File: config.mk
export PLATFORM = sky130hd
export DESIGN_NAME = videoTop
export DESIGN_NICKNAME = d
export VERILOG_FILES = /design/src/verilog/videoPkg.sv /design/src/verilog/videoTop.sv /design/src/verilog/objectsMux.sv /design/src/verilog/backgroundGrid.sv /design/src/verilog/boxObject.sv /design/src/verilog/rasterCounter.sv
export SDC_FILE = /design/constraint.sdc
export NUM_CORES = 1
export LEC_CHECK = 0
export CAP_MARGIN = 20
export CORE_UTILIZATION = 55
export CTS_BUF_LIST = sky130_fd_sc_hd__clkbuf_4 sky130_fd_sc_hd__clkbuf_8
export DETAILED_ROUTE_END_ITERATION = 7
export DONT_BUFFER_PORTS = 1
export PLACE_DENSITY_LB_ADDON = 0.1
export SLEW_MARGIN = 40
export SYNTH_ARGS = -nofsm -noshare
export SYNTH_HDL_FRONTEND = slang
export SYNTH_SLANG_ARGS = --single-unit
File: constraint.sdc
create_clock -name clk -period 7.2 [get_ports clk]
set_input_delay 0.72 -clock clk [delete_from_list [all_inputs] [get_ports clk]]
set_output_delay 0.72 -clock clk [all_outputs]
set_load 0.02 [all_outputs]
File: src/verilog/videoPkg.sv
/*
 Shared types for the raster pixel pipeline.
 Holds the coordinate and color vectors and the position, layer and 24-bit color structs.
 Modules pull these in with a wildcard import in their header.
*/
package videoPkg;

	// 10 bits covers an 800 x 525 raster
	localparam int coordWidth = 10;

	// one screen coordinate, x or y
	typedef logic [coordWidth-1:0] coordT;

	// packed color: red [7:5], green [4:2], blue [1:0]
	typedef logic [7:0] rgb332T;

	// one channel of the expanded output color
	typedef logic [7:0] colorChanT;

	// scan position, x in the upper half
	typedef struct packed {
		coordT x;
		coordT y;
	} pixelPosT;

	// what a drawing layer hands to the mux
	typedef struct packed {
		logic drawRequest;
		rgb332T color;
	} layerT;

	// full output color
	typedef struct packed {
		colorChanT red;
		colorChanT green;
		colorChanT blue;
	} rgb24T;

endpackage
File: src/verilog/videoTop.sv
/*
 Top of the pixel pipeline.
 Raster counter feeds the box and grid layers, the mux merges them into 24-bit color.
 Output for a position appears one clock after the counter shows it.
*/
`timescale 1ns/100ps

module videoTop import videoPkg::*; #(
	parameter int hActive = 640,
	parameter int hTotal = 800,
	parameter int vActive = 480,
	parameter int vTotal = 525,
	parameter int gridStep = 32,
	parameter int boxWidth = 32,
	parameter int boxHeight = 16
) (
	input logic clk,
	input logic resetN,
	input pixelPosT boxOrigin,
	input rgb332T fillColor,
	input rgb332T borderColor,
	input rgb332T gridColor,
	input rgb332T backgroundColor,
	output rgb24T pixelColor,
	output pixelPosT pixelPos,
	output logic videoActive
);

	// scan state shared by both layers
	pixelPosT position;
	logic active;
	logic newFrame;
	// layer outputs into the mux
	layerT boxLayer;
	layerT gridLayer;

	rasterCounter #(
		.hActive(hActive),
		.hTotal(hTotal),
		.vActive(vActive),
		.vTotal(vTotal)
	) rasterCounterInst (
		.clk(clk),
		.resetN(resetN),
		.position(position),
		.active(active),
		.newFrame(newFrame)
	);

	boxObject #(
		.boxWidth(boxWidth),
		.boxHeight(boxHeight)
	) boxObjectInst (
		.clk(clk),
		.resetN(resetN),
		.position(position),
		.newFrame(newFrame),
		.boxOrigin(boxOrigin),
		.fillColor(fillColor),
		.borderColor(borderColor),
		.layer(boxLayer)
	);

	backgroundGrid #(
		.hActive(hActive),
		.vActive(vActive),
		.gridStep(gridStep)
	) backgroundGridInst (
		.clk(clk),
		.resetN(resetN),
		.position(position),
		.newFrame(newFrame),
		.gridColor(gridColor),
		.layer(gridLayer)
	);

	objectsMux objectsMuxInst (
		.clk(clk),
		.resetN(resetN),
		.boxLayer(boxLayer),
		.gridLayer(gridLayer),
		.backgroundColor(backgroundColor),
		.position(position),
		.active(active),
		.pixelColor(pixelColor),
		.pixelPos(pixelPos),
		.videoActive(videoActive)
	);

endmodule

File: src/verilog/objectsMux.sv
/*
 Combines the drawing layers over a background color.
 Priority is box, then grid, then background; blanking is forced to black.
 The chosen RGB332 color is registered with its position and widened to 24 bits.
*/
`timescale 1ns/100ps

module objectsMux import videoPkg::*; (
	input logic clk,
	input logic resetN,
	input layerT boxLayer,
	input layerT gridLayer,
	input rgb332T backgroundColor,
	input pixelPosT position,
	input logic active,
	output rgb24T pixelColor,
	output pixelPosT pixelPos,
	output logic videoActive
);

	rgb332T selColor;
	rgb332T colorReg;

	// fixed priority, box on top
	always_comb begin
		if (!active) begin
			selColor = '0;
		end else if (boxLayer.drawRequest) begin
			selColor = boxLayer.color;
		end else if (gridLayer.drawRequest) begin
			selColor = gridLayer.color;
		end else begin
			selColor = backgroundColor;
		end
	end

	// one pipeline stage, position travels with its color
	always_ff @(posedge clk or negedge resetN) begin
		if (!resetN) begin
			colorReg <= '0;
			pixelPos <= '0;
			videoActive <= 1'b0;
		end else begin
			colorReg <= selColor;
			pixelPos <= position;
			videoActive <= active;
		end
	end

	// replicate each channel lsb to fill 8 bits
	assign pixelColor.red = {colorReg[7:5], {5{colorReg[5]}}};
	assign pixelColor.green = {colorReg[4:2], {5{colorReg[2]}}};
	assign pixelColor.blue = {colorReg[1:0], {6{colorReg[0]}}};

	// blanking is always black at the output
	assert property (@(posedge clk) disable iff (!resetN)
		!videoActive |-> (pixelColor == '0))
	else $error("color driven outside the active area");

endmodule

File: src/verilog/backgroundGrid.sv
/*
 Background layer of grid lines plus a frame around the visible area.
 Lines fall on multiples of gridStep, the color is taken once per frame.
*/
`timescale 1ns/100ps

module backgroundGrid import videoPkg::*; #(
	parameter int hActive = 640,
	parameter int vActive = 480,
	parameter int gridStep = 32
) (
	input logic clk,
	input logic resetN,
	input pixelPosT position,
	input logic newFrame,
	input rgb332T gridColor,
	output layerT layer
);

	// low coordinate bits that must be zero on a grid line
	localparam int gridBits = $clog2(gridStep);
	localparam coordT xEdge = coordT'(hActive - 1);
	localparam coordT yEdge = coordT'(vActive - 1);

	// grid test by low bits needs a power of two
	if ((gridStep < 2) || ((gridStep & (gridStep - 1)) != 0)) begin : gridStepCheck
		$fatal(1, "gridStep must be a power of two, at least 2");
	end

	rgb332T gridReg;
	logic onGrid;
	logic onEdge;

	// frame latch
	always_ff @(posedge clk or negedge resetN) begin
		if (!resetN) begin
			gridReg <= '0;
		end else if (newFrame) begin
			gridReg <= gridColor;
		end
	end

	always_comb begin
		onGrid = (position.x[gridBits-1:0] == '0) || (position.y[gridBits-1:0] == '0);
		// right and bottom screen edges
		onEdge = (position.x == xEdge) || (position.y == yEdge);
		layer.drawRequest = onGrid || onEdge;
		layer.color = gridReg;
	end

endmodule

File: src/verilog/boxObject.sv
/*
 Rectangular object with a one pixel border.
 Origin and colors are taken once per frame on newFrame, so the box never tears.
 The layer output is combinational from the current scan position.
*/
`timescale 1ns/100ps

module boxObject import videoPkg::*; #(
	parameter int boxWidth = 32,
	parameter int boxHeight = 16
) (
	input logic clk,
	input logic resetN,
	input pixelPosT position,
	input logic newFrame,
	input pixelPosT boxOrigin,
	input rgb332T fillColor,
	input rgb332T borderColor,
	output layerT layer
);

	// one extra bit so the far edge cannot wrap
	typedef logic [coordWidth:0] wideCoordT;

	pixelPosT originReg;
	rgb332T fillReg;
	rgb332T borderReg;
	wideCoordT xEnd;
	wideCoordT yEnd;
	logic inX;
	logic inY;
	logic onBorder;

	// frame latch
	always_ff @(posedge clk or negedge resetN) begin
		if (!resetN) begin
			// all ones is off screen, no box in the first frame
			originReg <= '1;
			fillReg <= '0;
			borderReg <= '0;
		end else if (newFrame) begin
			originReg <= boxOrigin;
			fillReg <= fillColor;
			borderReg <= borderColor;
		end
	end

	always_comb begin
		// last column and row covered by the box
		xEnd = {1'b0, originReg.x} + wideCoordT'(boxWidth - 1);
		yEnd = {1'b0, originReg.y} + wideCoordT'(boxHeight - 1);
		inX = (position.x >= originReg.x) && ({1'b0, position.x} <= xEnd);
		inY = (position.y >= originReg.y) && ({1'b0, position.y} <= yEnd);
		// outer ring of the rectangle
		onBorder = (position.x == originReg.x) || ({1'b0, position.x} == xEnd) ||
			(position.y == originReg.y) || ({1'b0, position.y} == yEnd);
		layer.drawRequest = inX && inY;
		if (onBorder) begin
			layer.color = borderReg;
		end else begin
			layer.color = fillReg;
		end
	end

	// origin only moves right after a frame boundary
	assert property (@(posedge clk) disable iff (!resetN)
		!$stable(originReg) |-> $past(newFrame))
	else $error("box origin changed inside a frame");

endmodule

File: src/verilog/rasterCounter.sv
/*
 Raster scan counter, one pixel per clock.
 Walks x across each line and y down the frame, wrapping at the totals.
 active and newFrame are registered together with the position they describe.
*/
`timescale 1ns/100ps

module rasterCounter import videoPkg::*; #(
	parameter int hActive = 640,
	parameter int hTotal = 800,
	parameter int vActive = 480,
	parameter int vTotal = 525
) (
	input logic clk,
	input logic resetN,
	output pixelPosT position,
	output logic active,
	output logic newFrame
);

	// limits in coordinate width
	localparam coordT xLast = coordT'(hTotal - 1);
	localparam coordT yLast = coordT'(vTotal - 1);
	localparam coordT xActive = coordT'(hActive);
	localparam coordT yActive = coordT'(vActive);
	localparam coordT xTotal = coordT'(hTotal);
	localparam coordT yTotal = coordT'(vTotal);

	pixelPosT nextPos;

	// next scan position
	always_comb begin
		nextPos = position;
		if (position.x == xLast) begin
			nextPos.x = '0;
			// line wrap steps y
			if (position.y == yLast) begin
				nextPos.y = '0;
			end else begin
				nextPos.y = position.y + 1'b1;
			end
		end else begin
			nextPos.x = position.x + 1'b1;
		end
	end

	// flags decoded from the next position so they line up with it
	always_ff @(posedge clk or negedge resetN) begin
		if (!resetN) begin
			position <= '0;
			// (0,0) lies inside the visible area
			active <= 1'b1;
			newFrame <= 1'b0;
		end else begin
			position <= nextPos;
			active <= (nextPos.x < xActive) && (nextPos.y < yActive);
			newFrame <= (nextPos.x == xLast) && (nextPos.y == yLast);
		end
	end

	// counters stay inside the raster
	assert property (@(posedge clk) disable iff (!resetN)
		(position.x < xTotal) && (position.y < yTotal))
	else $error("raster position left the frame");

endmodule

=== Word-level counts from Yosys, hierarchy flattened ===
Index checks and enable logic that the tools add are counted.

* Add/subtract/negate cells: 4
* Multipliers: 0
* Divide/modulo/power cells: 0
* $lt $le $gt $ge: 6
* Eq/ne operators: 10
* Shifts and indexed selects: 0
* Multiplexer cells: 7
* Bitwise logic cells: 0
* Reductions and logical operators: 13

{| class="wikitable"
|+ Operator list
! kind !! count
|-
| $eq 10x10->1 const B || 5
|-
| $mux 8 || 4
|-
| $mux 10 || 3
|-
| $eq 10x11->1 || 2
|-
| $le 10x11->1 || 2
|-
| $add 10x1->10 const B || 2
|-
| $eq 10x10->1 || 2
|-
| $ge 10x10->1 || 2
|-
| $add 10x4->11 const B || 1
|-
| $add 10x5->11 const B || 1
|-
| $eq 10x9->1 const B || 1
|-
| $logic_not 5->1 || 2
|-
| $lt 10x10->1 const B || 1
|-
| $lt 10x9->1 const B || 1
|-
| $logic_or 1x1->1 || 6
|-
| $logic_and 1x1->1 || 5
|}

* Flip-flop bits (word level): 95
* Latch bits: 0
* Memory bits (writable): 0
* ROM bits: 0
* Input bits: 54
* Output and inout port bits: 45
* Word-level logic and storage cells: 53
* Memories: 0

=== Depth between registers and ports, before layout ===
Gate-level depths: netlist of the first run.

* Depth after elaboration: 8
* Depth in mapped cells: 13
* Gate-level depth less buffers: 13

=== Hierarchy ===
A second synthesis of the first run with hierarchy kept.

* Cell total of the unflattened synthesis: 517
* Area, all modules: 5585.4 sq um

{| class="wikitable"
|+ Modules (own cells, without submodules)
! module !! instances !! cells an instance !! area each (sq um) !! seq. area each (sq um)
|-
| boxObject || 1 || 271 || 2687.6 || 925.9
|-
| rasterCounter || 1 || 146 || 1400.1 || 551.8
|-
| objectsMux || 1 || 72 || 1126.1 || 725.7
|-
| backgroundGrid || 1 || 28 || 371.6 || 200.2
|}

=== Worst setup path before layout of the first run ===
No wires, ideal clock.

* Kind: flip-flop to flip-flop
* Start: register boxObjectInst.originReg[10] in the netlist's numbering
* End: register objectsMuxInst.colorReg[0]
* Library setup time: 0.065 ns
* Arrival time: 3.225 ns
* Data required time: 7.135 ns
* Path slack: 3.910 ns
* Cell stages (with the launch flop): 14
* Path buffers: 0
* Clock period less this slack: 3.290 ns
* Path through: dfstp_2 -> inv_1 -> ha_1 -> or3b_4 -> o21ai_0 -> or3_1 -> xnor2_1 -> ha_1 -> nand4_1 -> or3_1 -> o21ai_4 -> o21ai_0 -> a2111oi_1 -> o21a_1

* Word-level cells in the longest chain between the ends: 8
* Elaborated cells on any way between the ends: 13
* Classes of those cells: 1 x add/sub; 2 x order compare; 2 x eq/ne; 3 x mux; 5 x reduce/logical

{| class="wikitable"
|+ Ends and longest elaborated chain
! item !! line !! source
|-
| start, declared || boxObject.sv:25 || <nowiki>pixelPosT originReg;</nowiki>
|-
| start signal, assigned || boxObject.sv:42 || <nowiki>originReg <= boxOrigin;</nowiki>
|-
| parallel branches: the longest is 6 deep, another holds $add 10x5->11 || - ||
|-
| $mux 8 * || objectsMux.sv:28 || <nowiki>end else if (boxLayer.drawRequest) begin</nowiki>
|-
| $mux 8 * || objectsMux.sv:26 || <nowiki>if (!active) begin</nowiki>
|-
| via objectsMuxInst.selColor[0] || objectsMux.sv:21 || <nowiki>rgb332T selColor;</nowiki>
|-
| end signal, assigned || objectsMux.sv:44 || <nowiki>colorReg <= selColor;</nowiki>
|-
| end, declared || objectsMux.sv:22 || <nowiki>rgb332T colorReg;</nowiki>
|}

Mark *: on every way through the listed nets, which the timed path passes.
A chain may end at the register's enable or synchronous reset.

=== Worst setup path in the final report of the first run ===
* Start: register boxObjectInst.originReg[10] in the netlist's numbering
* End: register objectsMuxInst.colorReg[4]

The elaborated chain is that of the path after synthesis.

==> results of run 1 <==
placed cells by master, fill, tap and decap left out, drive strengths merged, types with 4 or more instances in the layout:
master   instances
a2111oi          9
a211oi           4
a21o             6
a21oi           12
a31oi           10
and3             7
and4             4
clkbuf          11
dfrtp           74
dfstp           21
ha              47
inv             33
mux2            25
mux2i            9
nand2           44
nand3           18
nand4           10
nor2            10
nor2b            5
nor3            14
o21a            11
o21ai           44
o31ai            4
or3              5
xnor2           22
xor2             4
worst max-delay path, stage by stage, from the launching register on:
cell	delay (ns)
dfstp_2	0.56
inv_1	0.07
ha_1	0.22
or3b_4	0.25
o21ai_0	0.12
or3_1	0.35
xnor2_1	0.14
ha_1	0.32
nand4_1	0.13
or3_1	0.46
o21ai_4	0.24
o21ai_0	0.11
a2111oi_1	0.44
o21a_1	0.18
routing by layer:
metal  share of wire (%)  vias to the layer above  wire, microns
met5                   0                        -              0
met2                  48                      109           5760
met3                 5.8                       20            696
li1                    -                     1876              -
met4                 2.1                        0            249
met1                  45                     1925           5370
cell families (layout without fill, tap and decap cells):
family / Yosys count / in the layout
compound gates: 122 / 122
xor+xnor: 26 / 26
fa+ha+maj: 47 / 47
buf+inv: 65 / 51
flops: 95 / 95
mux: 34 / 34
simple gates: 140 / 140
report_power, final:
part	total (W)	leakage, nW	switching, W	internal [W]
sequential	0.000534	1.22	0	0.000534
combinational	0.000000221	1.41	0	0.000000219
clock	0.000425	0.119	0.000181	0.000244
flip-flops by register name (all words and copies together) (netlist names):
signal / flops
boxObjectInst.originReg: 20
objectsMuxInst.pixelPos: 20
rasterCounterInst.position: 20
backgroundGridInst.gridReg: 8
boxObjectInst.borderReg: 8
boxObjectInst.fillReg: 8
objectsMuxInst.colorReg: 8
objectsMuxInst.videoActive: 1
rasterCounterInst.active: 1
rasterCounterInst.newFrame: 1
worst paths after layout:
kind	slack, ns	startpoint	depth (start not counted)	endpoint
min in group clk	0.46	boxOrigin[18]	2	boxObjectInst.originReg[18]
hold / removal	0.05	resetN	0	boxObjectInst.fillReg[4]
hold reg to reg	0.48	rasterCounterInst.active	0	objectsMuxInst.videoActive
max in group asynchronous	6.94	resetN	0	boxObjectInst.originReg[3]
setup / recovery	3.56	boxObjectInst.originReg[10]	13	objectsMuxInst.colorReg[4]
setup reg to reg	3.56	boxObjectInst.originReg[10]	13	objectsMuxInst.colorReg[4]
final cells by class:
cell class | count | area (sq um)
inverters | 33 | 124
fillers | 879 | 3980
repair buffers | 2 | 15.0
flip-flops and latches | 95 | 2410
clock buffers | 11 | 145
multi-input cells | 369 | 2870
well taps | 133 | 166
clock inverters | 5 | 105
per-stage QoR:
step	setup WS [ns]	power (W)
4_1_cts	3.55	0.000971
2_1_floorplan	3.91	0.000544
3_5_place_dp	3.57	0.000544
6_report	3.56	0.000959
5_1_grt	3.31	0.000987
3_3_place_gp	3.71	0.000544
cells in the mapped netlist (4+ instances only):
library cell,number
nand4_1,8
or3_1,5
xnor2_1,22
nor3_1,12
dfstp_2,21
buf_4,16
and3_1,7
o31ai_1,4
a211oi_1,4
nand3_1,18
inv_1,33
dfrtp_1,74
o21ai_0,41
nand2_1,44
ha_1,47
nor2b_1,5
clkbuf_1,12
a21o_1,6
a31oi_1,10
a2111oi_1,7
a21oi_1,12
o21a_1,10
mux2_2,24
nor2_1,10
mux2i_1,9
xor2_1,4
==> flow_metrics.env, run 1 <==
export IMPL_synth_area_leader_cell="dfrtp_1"
export IMPL_clock_skew_ns=0.00722
export IMPL_crit_fanout=8
export IMPL_grtUsageMet1_pct=30.9
export IMPL_drtPass1Iterations=6
export IMPL_synth_fa_ha_area_share_pct=10.5
export IMPL_clk_pin_slew_ns=0.09
export IMPL_synthSimpleGateAreaFrac_pct=14.2
export IMPL_routedWlPerCell_microns=18.6
export IMPL_fin_crit_ns=3.64
export IMPL_required_ns=7.51
export IMPL_fin_nets=611
export IMPL_ys_seq_elements=95
export IMPL_fin_area_sq_um=5840
export IMPL_cts_hold_fix_buffers=0
export IMPL_diodes=0
export IMPL_period_share_pct=50.6
export IMPL_ys_warnings_count=0
export IMPL_viasPerCell=6.06
export IMPL_tritoncts="yes"
export IMPL_synth_edff_count=0
export IMPL_netlist_area_sq_um=5580
export IMPL_die_area_sq_um=10600
export IMPL_wirelength_microns=12100
export IMPL_final_setup_viol_count=0
export IMPL_grt_max_degree=96
export IMPL_ys_async_sr_fraction_pct=100
export IMPL_synth_xor_area_share_pct=4.08
export IMPL_grtUsageMet3_pct=4.81
export IMPL_antenna_found_initial=0
export IMPL_htree_levels=3
export IMPL_yosysTopAreaCellShare_pct=33.2
export IMPL_path_class="reg2reg"
export IMPL_ys_flop_type="dfrtp_1"
export IMPL_grt_pass1_wl_microns=18900
export IMPL_clkSinkCount=95
export IMPL_critPathLaunchType="flip-flop"
export IMPL_die_height_microns=103
export IMPL_worst_pin_slew_ns=0.742
export IMPL_coreArea_sq_um=9820
export IMPL_synth_top_family_by_area="compound AO/OA/AOI/OAI gates"
export IMPL_post_cts_buffers=0
export IMPL_ir_worst_vdd_mv=0.0986
export IMPL_syn_num_nets=630
export IMPL_drt_iter0_markers=172
export IMPL_rows=36
export IMPL_hpwl_microns=9020
export IMPL_stdcell_count=648
export IMPL_outcome="complete, no violations"
export IMPL_cap_viol_max_count=0
export IMPL_io_buffer_count=0
export IMPL_ys_types=71
export IMPL_gp_congestion=0.863
export IMPL_grt_pass1_vias=3778
export IMPL_hp_class="in2async"
export IMPL_area_growth_pct=4.50
export IMPL_syn_avg_cell_area_sq_um=10.6
export IMPL_clkLatencyLatePin_ns=0.36
export IMPL_tns_ns=0
export IMPL_whs_ns=0.0471
export IMPL_ys_seq_area_share_pct=43.0
export IMPL_pin_count=99
export IMPL_die_x_microns=103
export IMPL_max_clock_path_buffers=2
export IMPL_muxShareOfSynthArea_pct=6.65
export IMPL_ctsResizeCount=0
export IMPL_finalHoldViolations=0
export IMPL_drcViolationCount=0
export IMPL_numCtsBuffers=9
export IMPL_busiest_layer="met2"
export IMPL_ys_top_cells_by_area="dfrtp_1, ha_1, dfstp_2"
export IMPL_vias=3930
export IMPL_grt_overflow=0
export IMPL_start_util_pct=56.9
export IMPL_fmax_mhz=275
export IMPL_p_leak_nw=2.75
export IMPL_utilization_pct=59.4
export IMPL_grt_usage_pct=23.9
export IMPL_endpoint_kind="flip-flop"
export IMPL_netlist_instances=529
export IMPL_place_inst=632
export IMPL_slew_headroom_pct=50.5
export IMPL_rsz0062_at_grt="no"
export IMPL_synth_compound_area_share_pct=15.9
export IMPL_place_area_sq_um=5590
export IMPL_use_met2_pct=38.8
export IMPL_root_buffer="clkbuf_8"
export IMPL_post_route_cells_drive_above_1_share_pct=16.7
export IMPL_cp_arrival_ns=3.95
export IMPL_power_density_nw_per_um2=164
export IMPL_drv_slew=0
export IMPL_ant_nets=0
Note: power is estimated with default switching activity, not from simulation.
==> inputs of run 2 (changes only) <==
Clock period 7.2 ns to 3.6 ns, I/O delays scaled along.
==> flow_metrics.env, run 2 (synthesized netlist as in run 1, its figures left out) <==
export IMPL_routedWlPerCell_microns=19.3
export IMPL_fin_nets=617
export IMPL_hp_class="in2reg"
export IMPL_p_leak_nw=2.79
export IMPL_grt_pass1_wl_microns=19500
export IMPL_endpoint_kind="flip-flop"
export IMPL_finalHoldViolations=0
export IMPL_rows=36
export IMPL_power_density_nw_per_um2=319
export IMPL_worst_pin_slew_ns=1.08
export IMPL_drt_iter0_markers=140
export IMPL_grt_max_degree=96
export IMPL_slew_headroom_pct=27.7
export IMPL_rsz0062_at_grt="yes"
export IMPL_die_x_microns=103
export IMPL_coreArea_sq_um=9820
export IMPL_clock_skew_ns=0.00687
export IMPL_numCtsBuffers=9
export IMPL_utilization_pct=60.3
export IMPL_io_buffer_count=0
export IMPL_outcome="complete, no violations"
export IMPL_fin_crit_ns=3.50
export IMPL_crit_fanout=8
export IMPL_fin_area_sq_um=5930
export IMPL_viasPerCell=6.06
export IMPL_path_class="reg2reg"
export IMPL_area_growth_pct=6.12
export IMPL_cp_arrival_ns=3.83
export IMPL_r2r_slack_ns=0.1
export IMPL_grt_usage_pct=25.1
export IMPL_diodes=0
export IMPL_clkLatencyLatePin_ns=0.38
export IMPL_post_route_cells_drive_above_1_share_pct=19.0
export IMPL_wirelength_microns=12600
export IMPL_drv_slew=0
export IMPL_pin_count=99
export IMPL_final_cell_mix="dfrtp_1, ha_1, nand2_1"
export IMPL_gp_congestion=0.861
export IMPL_post_place_ws_ns=0.0281
export IMPL_clkSinkCount=95
export IMPL_grt_pass1_vias=3916
export IMPL_start_util_pct=56.9
export IMPL_critPathLaunchType="flip-flop"
export IMPL_htree_levels=3
export IMPL_required_ns=3.93
export IMPL_final_common_cell="dfrtp_1"
export IMPL_ant_nets=0
export IMPL_max_clock_path_buffers=2
export IMPL_period_share_pct=97.3
export IMPL_cap_viol_max_count=0
export IMPL_top_regs="boxObjectInst.originReg x20, objectsMuxInst.pixelPos x20, rasterCounterInst.position x20"
export IMPL_vias=3963
export IMPL_grt_overflow=0
export IMPL_tritoncts="yes"
export IMPL_root_buffer="clkbuf_8"
export IMPL_drcViolationCount=0
export IMPL_ir_worst_vdd_mv=0.279
export IMPL_layout_setup_ws_ns=0.0960
export IMPL_drtPass1Iterations=4
export IMPL_place_area_sq_um=5600
export IMPL_die_area_sq_um=10600
export IMPL_clk_pin_slew_ns=0.09
export IMPL_antenna_found_initial=0
export IMPL_die_height_microns=103
export IMPL_hpwl_microns=9090
export IMPL_fmax_mhz=285
export IMPL_final_setup_viol_count=0
==> run 2: cell count changes in the layout (fill, tap and decap cells not counted), moves of 2 or more <==
cell        before  now
o21ai_0         41   34
a2111oi_2        1    7
a2111oi_1        7    1
o21ai_1          2    9
clkinv_2         0    2
buf_4            2    6
clkinvlp_4       2    0
==> run 2: repair_timing <==
action                                  in CTS  in global routing
hold endpoints to repair                    95                  0
endpoints found under the setup margin       0                  8
setup buffers                                0                  1
hold buffers                                 2                  0
gates resized for setup                      0                 16
==> run 2: path summary, 6_finish.rpt <==
kind                                             startpoint                         end  cells past startpoint
worst max register to register  boxObjectInst.originReg[10]  objectsMuxInst.colorReg[7]                     13
worst min register to register     rasterCounterInst.active  objectsMuxInst.videoActive                      0
max in group asynchronous                            resetN  rasterCounterInst.newFrame                      2
worst max-delay path            boxObjectInst.originReg[10]  objectsMuxInst.colorReg[7]                     13
min in group asynchronous                            resetN    boxObjectInst.fillReg[4]                      2
worst min-delay path                           boxOrigin[7]  boxObjectInst.originReg[7]                      2
==> run 2: layer usage <==
metal / share of wire, % / track usage, %
met1: 44 / 30.5
met2: 48 / 40.7
met3: 6.5 / 9.29
met4: 2.0 / 9.53
met5: 0 / 0
==> run 2: layout make-up <==
cell class | instances | area [sq um]
sequential | 95 | 2410
clock buffer | 12 | 153
tap | 133 | 166
inverter | 33 | 124
fill | 867 | 3890
timing repair buffer | 8 | 82.6
clock inverter | 4 | 70.1
multi-input combinational | 369 | 2920
==> run 2: per-stage QoR <==
stage	total power, W	cells	hold WS, ns	TNS (ns)
after global routing	0.00195	654	0.0565	-0.151
after detailed placement	0.00109	635	0.0675	0
final	0.00189	654	0.0832	0
after CTS	0.00191	653	0.0620	0
after floorplan	0.00109	529	0.0644	0
after global placement	0.00109	635	0.0676	0
==> run 2: worst max-delay path, stage by stage, from the launching register on <==
cell and delay [ns]:
dfstp_2 0.55, inv_1 0.07, ha_1 0.21, or3b_4 0.25, o21ai_0 0.11, or3_1 0.34
xnor2_1 0.13, ha_1 0.32, nand4_1 0.14, or3_4 0.42, and2b_1 0.21, o221a_4 0.18
a2111oi_1 0.37, o21a_1 0.16
==> run 2: where the power goes <==
part           internal [W]  switching [W]
clock              0.000424       0.000372
combinational    0.00000426      0.0000206
sequential          0.00107              0
==> inputs of run 3 (changes only) <==
Settings changed: CORE_ASPECT_RATIO set to 1.4, CTS_BUF_LIST sky130_fd_sc_hd__clkbuf_4 sky130_fd_sc_hd__clkbuf_8 to not set.
==> flow_metrics.env, run 3 (synthesized netlist as in run 1, its figures left out) <==
export IMPL_outcome="complete, no violations"
export IMPL_die_area_sq_um=10600
export IMPL_layout_setup_ws_ns=0.122
export IMPL_p_int_w=0.00161
export IMPL_final_common_cell="dfrtp_1"
export IMPL_clk_pin_slew_ns=0.06
export IMPL_pin_count=99
export IMPL_fin_nets=616
export IMPL_final_cell_mix="dfrtp_1, ha_1, nand2_1"
export IMPL_fin_crit_ns=3.48
export IMPL_totalPowerFinal_w=0.00203
export IMPL_tritoncts="yes"
export IMPL_required_ns=3.88
export IMPL_htree_levels=3
export IMPL_cp_arrival_ns=3.76
export IMPL_grt_pass1_wl_microns=19800
export IMPL_drcViolationCount=0
export IMPL_hp_class="in2reg"
export IMPL_clock_skew_ns=0.00553
export IMPL_power_frac_seq_pct=52.7
export IMPL_fill_cells=847
export IMPL_hpwl_microns=9220
export IMPL_io_buffer_count=0
export IMPL_place_area_sq_um=5580
export IMPL_rows=43
export IMPL_routedWlPerCell_microns=19.6
export IMPL_endpoint_kind="flip-flop"
export IMPL_ir_worst_vdd_mv=0.232
export IMPL_clkLatencyLatePin_ns=0.34
export IMPL_max_clock_path_buffers=2
export IMPL_grt_max_degree=96
export IMPL_critPathLaunchType="flip-flop"
export IMPL_cap_viol_max_count=0
export IMPL_gp_congestion=0.874
export IMPL_viasPerCell=6.06
export IMPL_register_area_sq_um=2410
export IMPL_drtPass1Iterations=4
export IMPL_crit_fanout=8
export IMPL_switching_share_pct=20.6
export IMPL_post_route_cells_drive_above_1_share_pct=20.6
export IMPL_antenna_found_initial=0
export IMPL_multi_input_area_sq_um=3030
export IMPL_die_x_microns=87.2
export IMPL_start_util_pct=56.4
export IMPL_grt_overflow=0
export IMPL_grt_pass1_vias=4010
export IMPL_post_place_ws_ns=0.00709
export IMPL_top_regs="boxObjectInst.originReg x20, objectsMuxInst.pixelPos x20, rasterCounterInst.position x20"
export IMPL_clkSinkCount=95
export IMPL_numCtsBuffers=9
export IMPL_drv_slew=0
export IMPL_wirelength_microns=12800
export IMPL_combinationalPowerShare_pct=1.2
export IMPL_coreArea_sq_um=9900
export IMPL_vias=3968
export IMPL_ant_nets=0
export IMPL_root_buffer="clkbuf_16"
export IMPL_power_switching_w=0.000418
export IMPL_fin_area_sq_um=6090
export IMPL_slew_headroom_pct=43.4
export IMPL_p_leak_nw=2.82
export IMPL_worst_pin_slew_ns=0.849
export IMPL_grt_usage_pct=25.0
export IMPL_p_clk_share_pct=46.1
export IMPL_final_setup_viol_count=0
export IMPL_drt_iter0_markers=222
export IMPL_fmax_mhz=288
export IMPL_diodes=0
export IMPL_die_height_microns=121
export IMPL_path_class="reg2reg"
export IMPL_finalHoldViolations=0
export IMPL_power_density_nw_per_um2=333
export IMPL_area_growth_pct=9.14
export IMPL_period_share_pct=96.6
[run 3: final cells by class]
class | count | share of cell area, %
clock inverters | 6 | 1.01
well taps | 135 | 2.77
repair buffers | 7 | 1.23
multi-input cells | 369 | 49.7
flip-flops and latches | 95 | 39.5
clock buffers | 10 | 3.76
inverters | 33 | 2.03
[run 3: repair_timing]
action                     CTS  global route
setup buffers                0             3
hold buffers                 2             0
resized for setup            2            30
setup endpoints to repair    3             8
hold endpoints to repair    95             0
pin swaps                    2            17
[run 3: path summary, 6_finish.rpt]
kind	slack, ns	startpoint	cells after the start	end
min in group asynchronous	0.59	resetN	2	boxObjectInst.borderReg[6]
max in group asynchronous	2.60	resetN	2	boxObjectInst.originReg[3]
worst min-delay path	0.13	boxOrigin[18]	2	boxObjectInst.originReg[18]
worst max-delay path	0.12	boxObjectInst.originReg[10]	13	objectsMuxInst.colorReg[3]
worst min register to register	0.49	rasterCounterInst.active	0	objectsMuxInst.videoActive
worst max register to register	0.12	boxObjectInst.originReg[10]	13	objectsMuxInst.colorReg[3]
[run 3: layer usage]
| layer | GRT usage, % | wire length, microns |
|---|---|---|
| met1 | 29.8 | 5340 |
| met2 | 40.9 | 6390 |
| met3 | 6.60 | 580 |
| met4 | 13.3 | 529 |
| met5 | 0 | 0 |
[run 3: power by group through the flow]
stage	Clock (W)	Combinational [W]	Sequential [W]
floorplan	0	0.000000440	0.00109
global placement	0	0.000000440	0.00109
detailed placement	0	0.000000440	0.00109
CTS	0.000949	0.0000260	0.00107
global route	0.000997	0.0000293	0.00107
finish	0.000934	0.0000243	0.00107
[run 3: metrics by stage]
stage          utilization (%)  cells  setup TNS (ns)  hold WS, ns
2_1_floorplan                -    529               0       0.0644
3_3_place_gp              56.4    634               0       0.0673
3_5_place_dp              56.4    634               0       0.0671
4_1_cts                   59.8    652               0        0.123
5_1_grt                   61.6    655         -0.0145        0.128
6_report                  61.6    655               0        0.133
[run 3: critical path, cell delays in order, from the launching register on]
cell       delay (ns)
dfstp_2          0.55
inv_1            0.07
ha_2             0.19
or3b_4           0.24
o21ai_1          0.08
or3_1            0.33
xnor2_1          0.14
ha_1             0.32
nand4_1          0.14
or3_4            0.42
o21ai_4          0.32
o21ai_1          0.12
a2111oi_2        0.32
o21a_1           0.15
